### src/source/screenPkg.sv
package screenPkg;

	// Pixel column, frame is at most 160 wide
	typedef logic [7:0] xCoordT;

	// Pixel row, at most 120 rows
	typedef logic [6:0] yCoordT;

	// Linear framebuffer address, row * width + column
	typedef logic [14:0] pixelAddrT;

	// Stored image the framebuffer adapter reads colour from
	typedef logic [4:0] imageIdT;

	// Frame timer count, enough for a 4 Hz tick at 50 MHz
	typedef logic [23:0] tickCountT;

	// Title images
	localparam imageIdT titleImage0 = 5'd0;
	localparam imageIdT titleImage1 = 5'd1;
	localparam imageIdT titleImage2 = 5'd2;

	// Cat and dog scene images
	localparam imageIdT sceneImage0 = 5'd13;
	localparam imageIdT sceneImage1 = 5'd14;

	// Which screen is shown
	typedef enum logic [2:0] {
		titleOne,
		titleTwo,
		titleThree,
		sceneOne,
		sceneTwo
	} screenT;

	// Steps within one screen
	typedef enum logic [1:0] {
		phaseLoad,
		phaseClear,
		phaseDraw,
		phaseHold
	} phaseT;

	// FSM to raster walker
	typedef struct packed {
		logic clear;
		logic step;
	} rasterCtrlT;

	// One pixel to the framebuffer adapter
	typedef struct packed {
		xCoordT x;
		yCoordT y;
		pixelAddrT address;
		imageIdT image;
	} pixelT;

endpackage
### src/source/screenSequencer.sv
module screenSequencer #(
	// Frame size in pixels
	parameter int frameWidth = 160,
	parameter int frameHeight = 120,
	// 4 Hz at 50 MHz
	parameter int tickCycles = 12500000
) (
	input logic clk,
	input logic rstN,
	// Continue button
	input logic cont,
	// Pixel to the VGA framebuffer adapter
	output screenPkg::pixelT pixel,
	// Pixel strobe, one write per cycle
	output logic plot
);

	// FSM and walker
	screenPkg::rasterCtrlT rasterCtrl;
	logic lastPixel;

	// FSM and timer
	logic restart;
	logic tick;

	// Pixel fields
	screenPkg::imageIdT image;
	screenPkg::xCoordT walkX;
	screenPkg::yCoordT walkY;
	screenPkg::pixelAddrT walkAddress;

	screenFsm i_screenFsm (
		.clk(clk),
		.rstN(rstN),
		.cont(cont),
		.lastPixel(lastPixel),
		.tick(tick),
		.rasterCtrl(rasterCtrl),
		.restart(restart),
		.plot(plot),
		.image(image)
	);

	frameTimer #(.tickCycles(tickCycles)) i_frameTimer (
		.clk(clk),
		.rstN(rstN),
		.restart(restart),
		.tick(tick)
	);

	rasterWalker #(.frameWidth(frameWidth), .frameHeight(frameHeight)) i_rasterWalker (
		.clk(clk),
		.rstN(rstN),
		.rasterCtrl(rasterCtrl),
		.x(walkX),
		.y(walkY),
		.address(walkAddress),
		.lastPixel(lastPixel)
	);

	// Walker position plus the image of the current screen
	assign pixel = '{x: walkX, y: walkY, address: walkAddress, image: image};

endmodule

### src/source/rasterWalker.sv
module rasterWalker #(
	parameter int frameWidth = 160,
	parameter int frameHeight = 120
) (
	input logic clk,
	input logic rstN,
	// Clear to origin or step one pixel
	input screenPkg::rasterCtrlT rasterCtrl,
	output screenPkg::xCoordT x,
	output screenPkg::yCoordT y,
	output screenPkg::pixelAddrT address,
	// High while on the bottom-right pixel
	output logic lastPixel
);

	// Final column and row of the frame
	localparam screenPkg::xCoordT lastX = screenPkg::xCoordT'(frameWidth - 1);
	localparam screenPkg::yCoordT lastY = screenPkg::yCoordT'(frameHeight - 1);

	// Edge decodes
	logic lastColumn;
	logic lastRow;

	assign lastColumn = (x == lastX);
	assign lastRow = (y == lastY);
	assign lastPixel = lastColumn && lastRow;

	// Column counter
	always_ff @(posedge clk or negedge rstN) begin
		if (!rstN) begin
			x <= '0;
		end else if (rasterCtrl.clear) begin
			x <= '0;
		end else if (rasterCtrl.step) begin
			// Wrap at the right edge
			if (lastColumn) begin
				x <= '0;
			end else begin
				x <= x + 1'b1;
			end
		end
	end

	// Row counter, moves when the column wraps
	always_ff @(posedge clk or negedge rstN) begin
		if (!rstN) begin
			y <= '0;
		end else if (rasterCtrl.clear) begin
			y <= '0;
		end else if (rasterCtrl.step && lastColumn) begin
			// Back to the top after the last row
			if (lastRow) begin
				y <= '0;
			end else begin
				y <= y + 1'b1;
			end
		end
	end

	// Linear address kept in step with x and y
	// Saves a multiplier on row * width
	always_ff @(posedge clk or negedge rstN) begin
		if (!rstN) begin
			address <= '0;
		end else if (rasterCtrl.clear) begin
			address <= '0;
		end else if (rasterCtrl.step) begin
			if (lastPixel) begin
				address <= '0;
			end else begin
				address <= address + 1'b1;
			end
		end
	end

endmodule

### src/source/frameTimer.sv
module frameTimer #(
	// Clock cycles per displayed screen
	parameter int tickCycles = 12500000
) (
	input logic clk,
	input logic rstN,
	// Start a new count
	input logic restart,
	// Sticky until the next restart
	output logic tick
);

	// Count where the tick is raised
	localparam screenPkg::tickCountT lastCount = screenPkg::tickCountT'(tickCycles - 1);

	// Cycles since the last restart
	screenPkg::tickCountT count;

	// Holds at the limit so the tick stays up
	always_ff @(posedge clk or negedge rstN) begin
		if (!rstN) begin
			count <= '0;
		end else if (restart) begin
			count <= '0;
		end else if (count != lastCount) begin
			count <= count + 1'b1;
		end
	end

	assign tick = (count == lastCount);

endmodule

### src/source/screenFsm.sv
module screenFsm (
	input logic clk,
	input logic rstN,
	// Continue button, sampled every clock
	input logic cont,
	// Walker sits on the bottom-right pixel
	input logic lastPixel,
	// Display time of the screen has elapsed
	input logic tick,
	output screenPkg::rasterCtrlT rasterCtrl,
	output logic restart,
	output logic plot,
	output screenPkg::imageIdT image
);

	// Current screen and phase
	screenPkg::screenT screen;
	screenPkg::phaseT phase;

	// Next values
	screenPkg::screenT screenNext;
	screenPkg::phaseT phaseNext;

	// Screen that follows on a tick
	screenPkg::screenT followScreen;

	// Title screens only
	logic isTitle;

	// Button press that leaves the title loop
	logic contTaken;

	// State registers
	always_ff @(posedge clk or negedge rstN) begin
		if (!rstN) begin
			screen <= screenPkg::titleOne;
			phase <= screenPkg::phaseLoad;
		end else begin
			screen <= screenNext;
			phase <= phaseNext;
		end
	end

	// Title loop wraps 1 -> 2 -> 3 -> 1
	// Scene alternates between its two images
	always_comb begin
		case (screen)
			screenPkg::titleOne: begin
				followScreen = screenPkg::titleTwo;
			end
			screenPkg::titleTwo: begin
				followScreen = screenPkg::titleThree;
			end
			screenPkg::titleThree: begin
				followScreen = screenPkg::titleOne;
			end
			screenPkg::sceneOne: begin
				followScreen = screenPkg::sceneTwo;
			end
			screenPkg::sceneTwo: begin
				followScreen = screenPkg::sceneOne;
			end
			default: begin
				followScreen = screenPkg::titleOne;
			end
		endcase
	end

	assign isTitle = (screen == screenPkg::titleOne) ||
		(screen == screenPkg::titleTwo) ||
		(screen == screenPkg::titleThree);

	// Button only counts once the frame has started drawing
	assign contTaken = cont && isTitle &&
		((phase == screenPkg::phaseDraw) || (phase == screenPkg::phaseHold));

	// Next screen and phase
	always_comb begin
		screenNext = screen;
		phaseNext = phase;
		case (phase)
			// One cycle to pick the image and restart the timer
			screenPkg::phaseLoad: begin
				phaseNext = screenPkg::phaseClear;
			end
			// One cycle to put the walker at the origin
			screenPkg::phaseClear: begin
				phaseNext = screenPkg::phaseDraw;
			end
			// Stop after the bottom-right pixel is written
			screenPkg::phaseDraw: begin
				if (lastPixel) begin
					phaseNext = screenPkg::phaseHold;
				end
			end
			// Wait for the frame tick, then load the next screen
			screenPkg::phaseHold: begin
				if (tick) begin
					screenNext = followScreen;
					phaseNext = screenPkg::phaseLoad;
				end
			end
			default: begin
				phaseNext = screenPkg::phaseLoad;
			end
		endcase

		// Button wins over the frame and the tick
		if (contTaken) begin
			screenNext = screenPkg::sceneOne;
			phaseNext = screenPkg::phaseLoad;
		end
	end

	// Phase decode
	always_comb begin
		restart = 1'b0;
		rasterCtrl = '0;
		plot = 1'b0;
		case (phase)
			screenPkg::phaseLoad: begin
				restart = 1'b1;
			end
			screenPkg::phaseClear: begin
				rasterCtrl.clear = 1'b1;
			end
			// One pixel per clock
			screenPkg::phaseDraw: begin
				rasterCtrl.step = 1'b1;
				plot = 1'b1;
			end
			default: begin
				restart = 1'b0;
			end
		endcase
	end

	// Image number per screen
	always_comb begin
		case (screen)
			screenPkg::titleOne: begin
				image = screenPkg::titleImage0;
			end
			screenPkg::titleTwo: begin
				image = screenPkg::titleImage1;
			end
			screenPkg::titleThree: begin
				image = screenPkg::titleImage2;
			end
			screenPkg::sceneOne: begin
				image = screenPkg::sceneImage0;
			end
			screenPkg::sceneTwo: begin
				image = screenPkg::sceneImage1;
			end
			default: begin
				image = screenPkg::titleImage0;
			end
		endcase
	end

endmodule

### config.mk
export PLATFORM = sky130hd
export DESIGN_NAME = screenSequencer
export DESIGN_NICKNAME = d
export VERILOG_FILES = /design/src/source/screenPkg.sv /design/src/source/screenSequencer.sv /design/src/source/rasterWalker.sv /design/src/source/frameTimer.sv /design/src/source/screenFsm.sv
export SDC_FILE = /design/constraint.sdc
export NUM_CORES = 1
export LEC_CHECK = 0
export ABC_AREA = 1
export ABC_CLOCK_PERIOD_IN_PS = 1800
export BUFFER_PORTS_ARGS = -buffer_cell sky130_fd_sc_hd__buf_2
export CAP_MARGIN = 10
export CORE_MARGIN = 5
export CORE_UTILIZATION = 35
export DETAILED_ROUTE_END_ITERATION = 16
export GPL_TIMING_DRIVEN = 0
export PLACE_DENSITY = 0.64
export SKIP_LAST_GASP = 1
export SLEW_MARGIN = 10
export SYNTH_ARGS = -nofsm -noshare
export SYNTH_HDL_FRONTEND = slang
export SYNTH_SLANG_ARGS = --single-unit
### constraint.sdc
create_clock -name clk -period 1.8 [get_ports clk]
set_clock_uncertainty 0.2 [all_clocks]
set_input_delay 0.09 -clock clk [delete_from_list [all_inputs] [get_ports clk]]
set_output_delay 0.09 -clock clk [all_outputs]
set_load 0.05 [all_outputs]
==> metrics.sh <==
OUTCOME='complete, no violations'
CRITICAL_PATH.N_BUFFERS_INVERTERS=5
SYNTHESIZED_NET_COUNT=522
GRT_FIRST_PASS_WIRELENGTH_UM=15300
TNS_NS=0
PIN_COUNT=39
WORST_IR_DROP_VDD_mV=0.3829
CLKSLEWWORSTSETUPHOLDPATHS_NS=0.07
CRIT_PATH_MAX_FANOUT=7
CLOCK_TREE.HTREE_LEVEL_COUNT=3
CTS_MADE_BUFFERS=9
CP_DATA_ARRIVAL_TIME_NS=1.82
MAX_FREQ_GHz=0.5576
FINAL_CELL_COUNT_NO_FILL=720
CTS_TREE='yes'
WORST_HOLD_SLACK_NS=0.1645
FINAL_ANTENNA_NET_COUNT=0
CPLARGESTDELAYFAMILY='buffers and inverters'
CP.REQUIRED_NS=1.83
SYNTHFLOPTYPE='dfrtp_1'
SHARE_OF_LAYOUT_CELLS_ABOVE_DRIVE_STRENGTH_1=0.2603
FLOORPLAN.ROWS=37
IO_BUFFER_COUNT=37
CLOCK-ROOT-BUFFER='clkbuf_8'
POWER.TOTAL_mW=2.668
HOLDCRITPATHCLASS='in2async'
DETAILED_PLACE_HPWL_UM=6238
MAX_SLEW_MARGIN=0.4854
GR-USAGE-ALL-LAYERS=0.1466
CRITICAL_PATH.STARTPOINT_TYPE='flip-flop'
SYNTH_ENABLE_FLOP_CELLS=0
ANTENNA-DIODE-COUNT=0
GRT_REMAINING_OVERFLOW=0
FP.DIEW_UM=111.7
TIMING_WORST_SETUP_PATH_TYPE='reg2reg'
DRT_PRE_ANTENNA_ITERS=4
SETUP_REPAIR_AFTER_GLOBAL_ROUTING_MISSED_ITS_MARGIN='true'
POST_DRT_VIA_CELL_RATIO=4.794
SYNTH_SEQ_AREA_SHARE=0.4077
CRITICAL_PATH_ENDPOINT_CATEGORY='flip-flop'
DRT_FIRST_ITER_VIOLATIONS=202
SYNTHESIS.INSTANCES=511
SYNTH.AVG_CELL_AREA_UM2=7.086
SYNTH-ASYNC-RESET-RATIO=1.000
WORSTSETUPPATHDEPTH=9
CLOCK_NET_SINK_COUNT=59
CRIT_CHAIN='inv_1, ha_4, buf_8, inv_6, buf_8, a21oi_4, nand2_4, inv_2, nor2_1'
FINAL_NET_COUNT=590
GRT_PASS1_VIAS=3381
P_LEAK_nW=2.292
LAYOUT_SETUP_WS_NS=0.006554
FILLCELLCOUNT=1029
POWER_PER_STANDARD_CELL_AREA_nW_PER_UM2=578.6
SYNTHESIS.AREA_UM2=3621
POST_DRT_WL_PER_CELL_UM=12.44
PLACED_CELL_AREA_UM2=4026
FINALINSTANCEAREA_UM2=4612
MAXCAPVIOLATIONS=0
GRT_MAX_DEGREE=60
PERIOD_SHARE=0.9964
YOSYS_WARNINGS=0
MOST-COMMON-LAYOUT-CELLS='128 x nand2_1, 86 x nor2_1, 61 x inv_1'
DETAIL_ROUTE.DRC_VIOLATIONS=0
POST-SYNTH-TOP-AREA-CELL='dfrtp_1'
REPORT.FINAL.SETUP_VIOL=0
SYNTH.FF_LATCH_COUNT=59
TIMING_WORST_SLEW_PIN_VALUE_NS=0.7719
CRITICAL_PATH.MOST_COMMON_CELL='buf_8'
LAYOUT_COMMONEST_CELL='nand2_1'
INITIAL_CORE_UTIL=0.3555
GPL.FINAL_WEIGHTED_CONGESTION=0.8727
FINALWORSTPATHREQUIREDPERIOD_NS=1.793
PLACEABLECOREAREA_UM2=10180
POST-ROUTE-UTIL=0.4528
DIEAREA_UM2=12480
HOLD_VIOLATIONS=0
AREAGROWTHSYNTHTOFINISH_PCT=27.37
YS_TYPES=35
COUNT_OF_VIAS_PLACED_BY_THE_DETAILED_ROUTER=3452
SYNTH_TOP_AREA_SHARE=0.4077
REG2REGPATHDEPTH=9
DRV_SLEW=0
CTS.PATH.MAX_BUFFERS=2
PLACED_CELLS_INCL_TAPS=684
WORST_SKEW_PAIR.LATE_LATENCY_NS=0.34
ANTENNA_FOUND_INITIAL=0
PLACE_WS_NS=-0.3055
CRIT_PATH_TOP_DELAY_CELL='dfrtp_1'
TOTAL_WIRE_LENGTH_UM=8959
SYNTH_AREA_LEADERS='dfrtp_1 41%, nand2_1 14%, nor2_1 9.1%'
CRITICAL-PATH-MAX-STAGE-DELAY_NS=0.37
DIE_HEIGHT_UM=111.7
-- cells in the mapped netlist (all sizes together) (4+ instances only) --
library cell    n
xor2            6
nor2           97
dfrtp          59
o21ai          20
ha              8
a31oi           4
nand4          12
nand3          45
nor3           11
nand2         141
buf             6
xnor2           4
inv            70
a21oi          14
-- report_power, final --
part / switching [mW] / internal, mW
Clock: 0.557 / 0.748
Sequential: 0 / 1.33
Combinational: 0.0319 / 0.00652
-- kinds of logic (layout without fill, tap and decap cells) --
logic type	after synthesis	after routing	synth area share
AND/OR/NAND/NOR	308	309	0.3787
buffers and inverters	80	152	0.08984
flip-flops	59	59	0.4077
AO/OA/AOI/OAI	45	45	0.07084
XOR/XNOR	10	10	0.02419
adder cells (fa/ha/maj)	8	8	0.02764
other	1	1	0.001036
-- worst paths after layout --
| kind | from | to | slack [ns] |
|---|---|---|---|
| setup / recovery | i_screenFsm.phase[1] | i_rasterWalker.address[9] | 0.007 |
| max in group asynchronous | rstN | i_frameTimer.count[1] | 0.65 |
| min in group clk | i_frameTimer.count[10] | i_frameTimer.count[10] | 0.31 |
| hold / removal | rstN | i_frameTimer.count[12] | 0.16 |
| hold reg to reg | i_frameTimer.count[10] | i_frameTimer.count[10] | 0.31 |
| setup reg to reg | i_screenFsm.phase[1] | i_rasterWalker.address[9] | 0.007 |
-- sequential cells by signal (all words and copies together) (netlist names) --
| register | flops |
|---|---|
| i_screenFsm.screen | 3 |
| i_rasterWalker.address | 15 |
| i_rasterWalker.x | 8 |
| i_frameTimer.count | 24 |
| i_rasterWalker.y | 7 |
| i_screenFsm.phase | 2 |
-- final cells by class --
class	instances	area [um^2]	area share
repair buffers	56	352.8	0.07651
well taps	136	170.2	0.03690
plain buffers	8	80.08	0.01736
multi-input cells	373	2029	0.4400
inverters	72	277.8	0.06023
clock buffers	12	165.2	0.03581
flip-flops and latches	59	1489	0.3228
clock inverters	4	47.55	0.01031
-- layer usage --
| metal | track usage | share of wire |
|---|---|---|
| met5 | 0 | 0 |
| met4 | 0.04380 | 0.012 |
| met3 | 0.03152 | 0.032 |
| met2 | 0.2558 | 0.50 |
| met1 | 0.1815 | 0.45 |
-- worst register-to-register path, delay by kind of cell, from the launching register on --
kind | cells | cell delay (ns)
buf+inv | 5 | 0.46
simple gates | 2 | 0.17
flops | 1 | 0.37
fa+ha+maj | 1 | 0.27
compound gates | 1 | 0.22
-- timing repair --
item                                    4_1_cts  5_1_grt
buffers inserted                              5       10
hold endpoints to repair                     61        0
pin swaps                                     2       10
endpoints found under the setup margin       38       39
hold buffers                                  2        0
gates resized for setup                      19       32
gates cloned                                  1        2
Power figures use the tool's default switching activity.
